## config.mk

```make
export PLATFORM = sky130hd
export DESIGN_NAME = spi_master_top
export DESIGN_NICKNAME = d
export VERILOG_FILES = /design/src/apb_pkg.sv /design/src/spi_pkg.sv /design/src/spi_apb_regs.sv /design/src/spi_byte_engine.sv /design/src/spi_master_top.sv
export VERILOG_INCLUDE_DIRS = /design/src
export SDC_FILE = /design/constraint.sdc
export NUM_CORES = 1
export LEC_CHECK = 0
export BUFFER_PORTS_ARGS = -buffer_cell sky130_fd_sc_hd__buf_2
export CORE_MARGIN = 1
export CORE_UTILIZATION = 54
export CTS_CLUSTER_DIAMETER = 200
export DETAILED_ROUTE_END_ITERATION = 16
export PLACE_DENSITY_LB_ADDON = 0.2
export RECOVER_POWER = 50
export SLEW_MARGIN = 10
export SYNTH_ARGS = -nofsm -noshare
export SYNTH_HDL_FRONTEND = slang
export SYNTH_SLANG_ARGS = --single-unit
```

## constraint.sdc

```tcl
create_clock -name clk -period 2.5 [get_ports clk]
set_clock_uncertainty 0.2 [all_clocks]
set_input_delay 0.125 -clock clk [delete_from_list [all_inputs] [get_ports clk]]
set_output_delay 0.125 -clock clk [all_outputs]
set_load 0.05 [all_outputs]
```

## src/spi_settings.svh

```systemverilog
`ifndef SPI_SETTINGS_SVH
`define SPI_SETTINGS_SVH

// Register offsets on the APB bus
`define SPI_REG_CTRL   8'h00
`define SPI_REG_DIV    8'h04
`define SPI_REG_TXDATA 8'h08
`define SPI_REG_RXDATA 8'h0C
`define SPI_REG_STATUS 8'h10

// Half-period divider
`define SPI_DIV_W      8
`define SPI_DIV_RESET  3        // Gives sclk = clk / 8 out of reset

`endif

```

## src/apb_pkg.sv

```systemverilog
package apb_pkg;

    // Request from the APB master
    typedef struct packed {
        logic        psel;
        logic        penable;
        logic        pwrite;
        logic [7:0]  paddr;
        logic [31:0] pwdata;
    } apb_req_t;

    // Response back to the master
    typedef struct packed {
        logic [31:0] prdata;
        logic        pready;
        logic        pslverr;
    } apb_rsp_t;

endpackage

```

## src/spi_pkg.sv

```systemverilog
`include "spi_settings.svh"

package spi_pkg;

    typedef struct packed {
        logic cpol;     // Idle level of sclk
        logic cpha;     // 0: sample on first edge, 1: on second edge
    } spi_mode_t;

    // Register block to engine
    typedef struct packed {
        logic                  start;   // One-cycle pulse
        logic [7:0]            tx_byte;
        spi_mode_t             mode;
        logic [`SPI_DIV_W-1:0] div;
    } spi_cmd_t;

    // Engine to register block
    typedef struct packed {
        logic       busy;
        logic       done;       // One-cycle pulse, rx_byte valid
        logic [7:0] rx_byte;
    } spi_stat_t;

    typedef struct packed {
        logic sclk;
        logic mosi;
        logic cs_n;
    } spi_pins_t;

    typedef enum logic [1:0] {
        ST_IDLE,
        ST_LEAD,    // Next sclk edge is a leading one
        ST_TRAIL,   // Next sclk edge is a trailing one
        ST_DONE     // Last half-period before cs_n rises
    } engine_state_t;

endpackage

```

## src/spi_apb_regs.sv

```systemverilog
`timescale 1ns/1ps
`include "spi_settings.svh"

module spi_apb_regs (
    input  logic              clk,
    input  logic              rst,
    input  apb_pkg::apb_req_t apb_req,
    output apb_pkg::apb_rsp_t apb_rsp,
    output spi_pkg::spi_cmd_t cmd,
    input  spi_pkg::spi_stat_t stat
);

    import spi_pkg::*;

    logic access;               // APB access phase
    logic wr_en;
    logic rd_en;
    logic hit_ctrl;
    logic hit_div;
    logic hit_tx;
    logic hit_rx;
    logic hit_stat;
    logic hit_any;
    logic busy_any;
    logic accept_tx;
    logic err;
    logic [31:0] rdata;

    spi_mode_t             mode_q;
    logic [`SPI_DIV_W-1:0] div_q;
    logic [7:0]            tx_q;
    logic [7:0]            rx_q;
    logic                  rx_valid_q;
    logic                  start_q;

    assign access = apb_req.psel && apb_req.penable;
    assign wr_en  = access && apb_req.pwrite;
    assign rd_en  = access && !apb_req.pwrite;

    // Address decode
    assign hit_ctrl = (apb_req.paddr == `SPI_REG_CTRL);
    assign hit_div  = (apb_req.paddr == `SPI_REG_DIV);
    assign hit_tx   = (apb_req.paddr == `SPI_REG_TXDATA);
    assign hit_rx   = (apb_req.paddr == `SPI_REG_RXDATA);
    assign hit_stat = (apb_req.paddr == `SPI_REG_STATUS);
    assign hit_any  = hit_ctrl || hit_div || hit_tx || hit_rx || hit_stat;

    // Start pulse counts as busy, engine flag follows a cycle later
    assign busy_any  = stat.busy || start_q;
    assign accept_tx = wr_en && hit_tx && !busy_any;

    always_comb begin
        err = 1'b0;
        if (access) begin
            if (!hit_any) begin
                err = 1'b1;
            end else if (apb_req.pwrite && (hit_rx || hit_stat)) begin
                err = 1'b1;     // Read-only registers
            end else if (apb_req.pwrite && hit_tx && busy_any) begin
                err = 1'b1;     // Transfer in progress
            end
        end
    end

    // Read mux
    always_comb begin
        rdata = '0;
        if (rd_en && !err) begin
            case (apb_req.paddr)
                `SPI_REG_CTRL:   rdata = {30'b0, mode_q.cpha, mode_q.cpol};
                `SPI_REG_DIV:    rdata = 32'(div_q);
                `SPI_REG_TXDATA: rdata = {24'b0, tx_q};
                `SPI_REG_RXDATA: rdata = {24'b0, rx_q};
                `SPI_REG_STATUS: rdata = {30'b0, rx_valid_q, stat.busy};
                default:         rdata = '0;
            endcase
        end
    end

    assign apb_rsp.prdata  = rdata;
    assign apb_rsp.pready  = 1'b1;      // No wait states
    assign apb_rsp.pslverr = err;

    always_ff @(posedge clk or posedge rst) begin
        if (rst) begin
            mode_q     <= '0;
            div_q      <= `SPI_DIV_W'(`SPI_DIV_RESET);
            rx_valid_q <= 1'b0;
            start_q    <= 1'b0;
        end else begin
            start_q <= accept_tx;
            if (wr_en && hit_ctrl) begin
                mode_q.cpol <= apb_req.pwdata[0];
                mode_q.cpha <= apb_req.pwdata[1];
            end
            if (wr_en && hit_div) begin
                div_q <= apb_req.pwdata[`SPI_DIV_W-1:0];
            end
            // New byte wins over a read in the same cycle
            if (stat.done) begin
                rx_valid_q <= 1'b1;
            end else if (rd_en && hit_rx) begin
                rx_valid_q <= 1'b0;
            end
        end
    end

    // Data bytes
    always_ff @(posedge clk) begin
        if (accept_tx) begin
            tx_q <= apb_req.pwdata[7:0];
        end
        if (stat.done) begin
            rx_q <= stat.rx_byte;
        end
    end

    assign cmd.start   = start_q;
    assign cmd.tx_byte = tx_q;
    assign cmd.mode    = mode_q;
    assign cmd.div     = div_q;

endmodule

```

## src/spi_byte_engine.sv

```systemverilog
`timescale 1ns/1ps
`include "spi_settings.svh"

module spi_byte_engine (
    input  logic               clk,
    input  logic               rst,
    input  spi_pkg::spi_cmd_t  cmd,
    output spi_pkg::spi_stat_t stat,
    input  logic               miso,
    output spi_pkg::spi_pins_t pins
);

    import spi_pkg::*;

    engine_state_t         state_q;
    spi_mode_t             mode_q;      // Frozen for the whole transfer
    logic [`SPI_DIV_W-1:0] div_q;
    logic [`SPI_DIV_W-1:0] cnt_q;       // Half-period countdown
    logic [2:0]            bit_cnt_q;
    logic                  sclk_q;
    logic                  cs_n_q;
    logic                  mosi_q;
    logic                  done_q;
    logic [7:0]            tx_sr;
    logic [7:0]            rx_sr;

    logic tick;
    logic launch;
    logic lead_edge;
    logic trail_edge;
    logic sample_edge;
    logic shift_edge;

    assign tick       = (cnt_q == '0);
    assign launch     = (state_q == ST_IDLE) && cmd.start;
    assign lead_edge  = (state_q == ST_LEAD) && tick;
    assign trail_edge = (state_q == ST_TRAIL) && tick;

    // cpha picks which edge samples and which one shifts
    assign sample_edge = mode_q.cpha ? trail_edge : lead_edge;
    assign shift_edge  = mode_q.cpha ? lead_edge : trail_edge;

    always_ff @(posedge clk or posedge rst) begin
        if (rst) begin
            state_q   <= ST_IDLE;
            mode_q    <= '0;
            div_q     <= '0;
            cnt_q     <= '0;
            bit_cnt_q <= '0;
            sclk_q    <= 1'b0;
            cs_n_q    <= 1'b1;
            done_q    <= 1'b0;
        end else begin
            done_q <= 1'b0;
            if (state_q != ST_IDLE) begin
                cnt_q <= tick ? div_q : cnt_q - 1'b1;
            end
            case (state_q)
                ST_IDLE: begin
                    // Idle level tracks CTRL so sclk is settled before cs_n falls
                    mode_q <= cmd.mode;
                    sclk_q <= cmd.mode.cpol;
                    if (cmd.start) begin
                        div_q     <= cmd.div;
                        cnt_q     <= cmd.div;
                        bit_cnt_q <= '0;
                        cs_n_q    <= 1'b0;
                        state_q   <= ST_LEAD;
                    end
                end
                ST_LEAD: begin
                    if (tick) begin
                        sclk_q  <= ~sclk_q;
                        state_q <= ST_TRAIL;
                    end
                end
                ST_TRAIL: begin
                    if (tick) begin
                        sclk_q    <= ~sclk_q;
                        bit_cnt_q <= bit_cnt_q + 1'b1;
                        state_q   <= (bit_cnt_q == 3'd7) ? ST_DONE : ST_LEAD;
                    end
                end
                ST_DONE: begin
                    if (tick) begin     // One idle half-period after edge 16
                        cs_n_q  <= 1'b1;
                        done_q  <= 1'b1;
                        state_q <= ST_IDLE;
                    end
                end
                default: state_q <= ST_IDLE;
            endcase
        end
    end

    // Serial output bit
    always_ff @(posedge clk or posedge rst) begin
        if (rst) begin
            mosi_q <= 1'b0;
        end else if (launch && !cmd.mode.cpha) begin
            mosi_q <= cmd.tx_byte[7];   // MSB ready before first edge
        end else if (shift_edge) begin
            mosi_q <= tx_sr[7];
        end
    end

    // Shift registers, MSB first
    always_ff @(posedge clk) begin
        if (launch) begin
            tx_sr <= cmd.mode.cpha ? cmd.tx_byte : {cmd.tx_byte[6:0], 1'b0};
        end else if (shift_edge) begin
            tx_sr <= {tx_sr[6:0], 1'b0};
        end
        if (sample_edge) begin
            rx_sr <= {rx_sr[6:0], miso};
        end
    end

    always_comb begin
        stat.busy    = (state_q != ST_IDLE);
        stat.done    = done_q;
        stat.rx_byte = rx_sr;
        pins.sclk    = sclk_q;
        pins.mosi    = mosi_q;
        pins.cs_n    = cs_n_q;
    end

endmodule

```

## src/spi_master_top.sv

```systemverilog
`timescale 1ns/1ps

module spi_master_top (
    input  logic               clk,
    input  logic               rst,
    input  apb_pkg::apb_req_t  apb_req,
    output apb_pkg::apb_rsp_t  apb_rsp,
    input  logic               miso,
    output spi_pkg::spi_pins_t spi_pins
);

    import spi_pkg::*;

    spi_cmd_t  cmd;     // Register block to engine
    spi_stat_t stat;    // Engine back to registers

    // APB register front end
    spi_apb_regs u_regs (
        .clk     (clk),
        .rst     (rst),
        .apb_req (apb_req),
        .apb_rsp (apb_rsp),
        .cmd     (cmd),
        .stat    (stat)
    );

    // Serial clock and shift engine
    spi_byte_engine u_engine (
        .clk  (clk),
        .rst  (rst),
        .cmd  (cmd),
        .stat (stat),
        .miso (miso),
        .pins (spi_pins)
    );

endmodule

```

==> summary.txt <==
Global routing
  – GRT Total Usage: 22.77%
  – GRT Residual Overflow: 0
  – Largest net degree at the start of global routing: 39
  – Vias in the first global route: between 2k and 3k
  – First-pass GRT wire length: roughly 12000 µm
  – Antenna violations before repair: 0

Logic synthesis
  – Register area share after synthesis: 52.47%
  – FF+latch count, synth: 70
  – Synth Area in Adders: between 3 and 4%
  – Ys async rst share: 54.29%
  – Mux cell area share after synthesis: 14.32%
  – Syn_area_per_cell: 11.48 µm²
  – Synth cell types: 47
  – Synth Instances: 318
  – Main combinational cell family by area after synthesis: multiplexers
  – Ys flop type: dfrtp_1
  – Post-synthesis xor/xnor area fraction: 0.7197%
  – Synth Area in Simple Gates: between 10% and 20%
  – Synthesized area: 3651 µm²
  – Synth Area in Compound Gates: 9.596%
  – Synth Warn #: 0
  – Post-synth EDFFs: 32

CTS
  – Clock Path Buffers: 2
  – Clk sink count: 70
  – Clk slew on worst S/H paths: around 70 ps
  – CTS tree: built
  – CTS buffer count: 9
  – Worst skew pair latency: 340 ps
  – Max H-tree Level: 3
  – CTS root buffer: clkbuf_8

Run status
  – Status: finished with violations
  – Failing checks: design-rule violations

Floorplan
  – Core box area: between 6000 and 7000 µm²
  – Die Y-Extent: 84.23 µm
  – Starting density of the core: 56.85%
  – Die Footprint: 7094 µm²
  – Rows: 29
  – Die Width: 84.23 µm
  – I/O pin count: 83

STA
  – Final setup viols: 0
  – RSZ-0062 raised after global routing: no
  – Slew margin rel.: 35.03%
  – TNS Setup: 0 ps
  – Tcrit/Tclk final: 96.43%
  – Fin. Hold Viols: 0
  – Highest Clock Rate: 0.4148 GHz
  – Final period demand of the worst path: 2411 ps
  – Hold slack: between 40 and 50 ps
  – Final Max Tran Viols: 0
  – Worst slew pin tran: 974.5 ps

Power and ir drop
  – Maximum vdd drop: 843.3 µV
  – PD cells: 866.4 nW/µm²
  – Total power: 0.003594 W
  – Leakage power: between 1.5 and 2 nW

Setup path
  – Critical Path Start Type: primary input
  – CP endpoint kind: output port
  – Critical Path Sink: apb_rsp[8]
  – Slowest stage cell, crit path: or4_1
  – Critical Path Fanout Max: 6
  – CP Class: in -> out
  – Crit path required time: 2170 ps
  – Worst r2r path cells: 6
  – RR Startpoint: u_engine.cnt_q[0]
  – CP Launch Point: apb_req[33]
  – R2r setup slk: 260 ps
  – Worst-path cell chain: buf_2 -> or4_1 -> or2_1 -> or4_1 -> nor2_1 -> buf_2
  – Arrival time at the worst endpoint: 2090 ps
  – CP max stage delay: 620 ps
  – Buffers & Inverters on Critical Path: 2
  – RR Endpoint: u_engine.tx_sr[1]
  – CP Depth: 6
  – CP top delay family: simple AND/OR/NAND/NOR gates

Final layout
  – Share of cells above drive strength 1: 25.87%
  – Antenna fix cells: 0
  – Final instance area: 4148 µm²
  – Nets: 425
  – P&R area growth vs syn: 13.61%

Route
  – Detail Route Antenna Nets: 0
  – 1st-iter DRT viols: 137
  – 1st-pass router iterations: 10
  – WL per Instance: 16.40 µm
  – Via Count: 2558
  – DR DRC count: 8
  – Total Wirelength: between 7000 and 8000 µm
  – Via density: 5.659

Place
  – Port buffer count: 33
  – Placed cell area: 3866 µm²
  – Hpwl dp: 5240 µm
  – GP Congestion: between 0.8 and 0.9

Min path
  – WHS Path Cells: 3
  – HP Class: in -> reg

Flow run
  – Max_cap viols: 0
-- area by class of cell --
cell class / instances / area [µm²]
fill: 512 / 2275
sequential: 70 / 1916
multi-input combinational: 219 / 1528
timing repair buffer: 63 / 399.1
clock buffer: 12 / 135.1
tap: 77 / 96.34
clock inverter: 4 / 47.55
inverter: 7 / 26.28
-- cells in the mapped netlist (3+ instances only) --
| library cell | count | area share [%] |
|---|---|---|
| nand3_1 | 4 | 0.55 |
| mux2_2 | 30 | 9.3 |
| nand2_1 | 23 | 2.4 |
| nor2_1 | 19 | 2.0 |
| a31oi_1 | 3 | 0.51 |
| a22oi_1 | 7 | 1.4 |
| o22ai_1 | 3 | 0.51 |
| a21oi_1 | 7 | 0.96 |
| ha_1 | 9 | 3.1 |
| buf_4 | 29 | 6.0 |
| o21ai_0 | 21 | 2.9 |
| a211oi_1 | 4 | 0.82 |
| clkbuf_1 | 13 | 1.3 |
| nor4_1 | 5 | 0.86 |
| or4_1 | 3 | 0.62 |
| mux2i_1 | 14 | 3.8 |
| nor2b_1 | 6 | 1.0 |
| dfrtp_1 | 35 | 24 |
| nor3_1 | 4 | 0.55 |
| nor3b_1 | 3 | 0.62 |
| dfstp_2 | 3 | 2.2 |
| edfxtp_1 | 32 | 26 |
| inv_1 | 7 | 0.72 |
-- through the flow --
step                      cells  worst slack (ps)  util [%]
after floorplan             341            -95.11         -
after global placement      424             147.4     60.20
after detailed placement    424             100.3     60.20
after CTS                   450             69.92     64.60
after global routing        452             3.090     64.58
final                       452             89.26     64.58
-- tightest hold or removal path: stages --
cell,delay (ps)
buf_2,180
nand4b_1,130
a21o_1,110
-- report_power, final --
group	leakage, nW	internal, W	switching (W)
Clock	0.0904	0.000459	0.000405
Sequential	0.784	0.00135	0.000127
Combinational	0.898	0.000505	0.000743
Total	1.77	0.00232	0.00128
-- cells by family after synthesis --
logic type | after synthesis
AOI/OAI and AO/OA | 56
xor gates and xnor gates | 3
adders and majority gates | 9
buffers and inverters | 52
DFF | 70
muxes | 46
other | 2
and+or+nand+nor | 80
-- repair_timing --
item | in CTS | in global routing
gates resized for setup | 0 | 3
setup buffers | 0 | 2
endpoints found under the hold margin | 54 | 0
endpoints found under the setup margin | 0 | 1
hold buffers | 10 | 0
-- worst min-delay path by stage --
stage,startpoint,endpoint,slack (ps)
after floorplan,miso,u_engine.rx_sr[0],20
after global placement,rst,u_regs.rx_valid_q,70
after detailed placement,rst,u_regs.cmd[9],90
after CTS,apb_req[40],u_regs.rx_valid_q,30
after global routing,apb_req[40],u_regs.rx_valid_q,60
final,apb_req[40],u_regs.rx_valid_q,40
-- sequential cells by signal, indices dropped and copies added, names as in the netlist, 2 cells and up --
signal              count
u_regs.div_q            8
u_regs.cmd              2
u_engine.rx_sr          8
u_regs.rx_q             8
u_engine.cnt_q          8
u_engine.tx_sr          8
u_regs.tx_q             8
u_engine.state_q        2
u_engine.div_q          8
u_engine.bit_cnt_q      3
-- routing by layer --
metal / share of wire [%] / GRT usage, % / up-vias
met3: 4.7 / 6.490 / 8
met2: 49 / 36.66 / 73
li1: - / - / 1210
met1: 46 / 30.53 / 1267
met5: 0 / 0 / -
met4: 0.82 / 6.113 / 0
-- cell usage in the layout (no fill, tap or decap), drive strengths merged, types with 3 or more instances in the layout --
cell type	n
ha	9
mux2i	14
a31oi	3
nor3b	3
a21oi	7
nand2	23
conb	25
nor2b	6
dfstp	3
or2	3
dfrtp	35
o21ai	21
nor3	4
inv	7
nor2	19
a211oi	4
or4	3
o22ai	3
clkbuf	24
nand3	5
a22oi	7
edfxtp	32
dlygate4sd3	10
mux2	30
buf	41
nor4	5
Power figures use the tool's default switching activity.
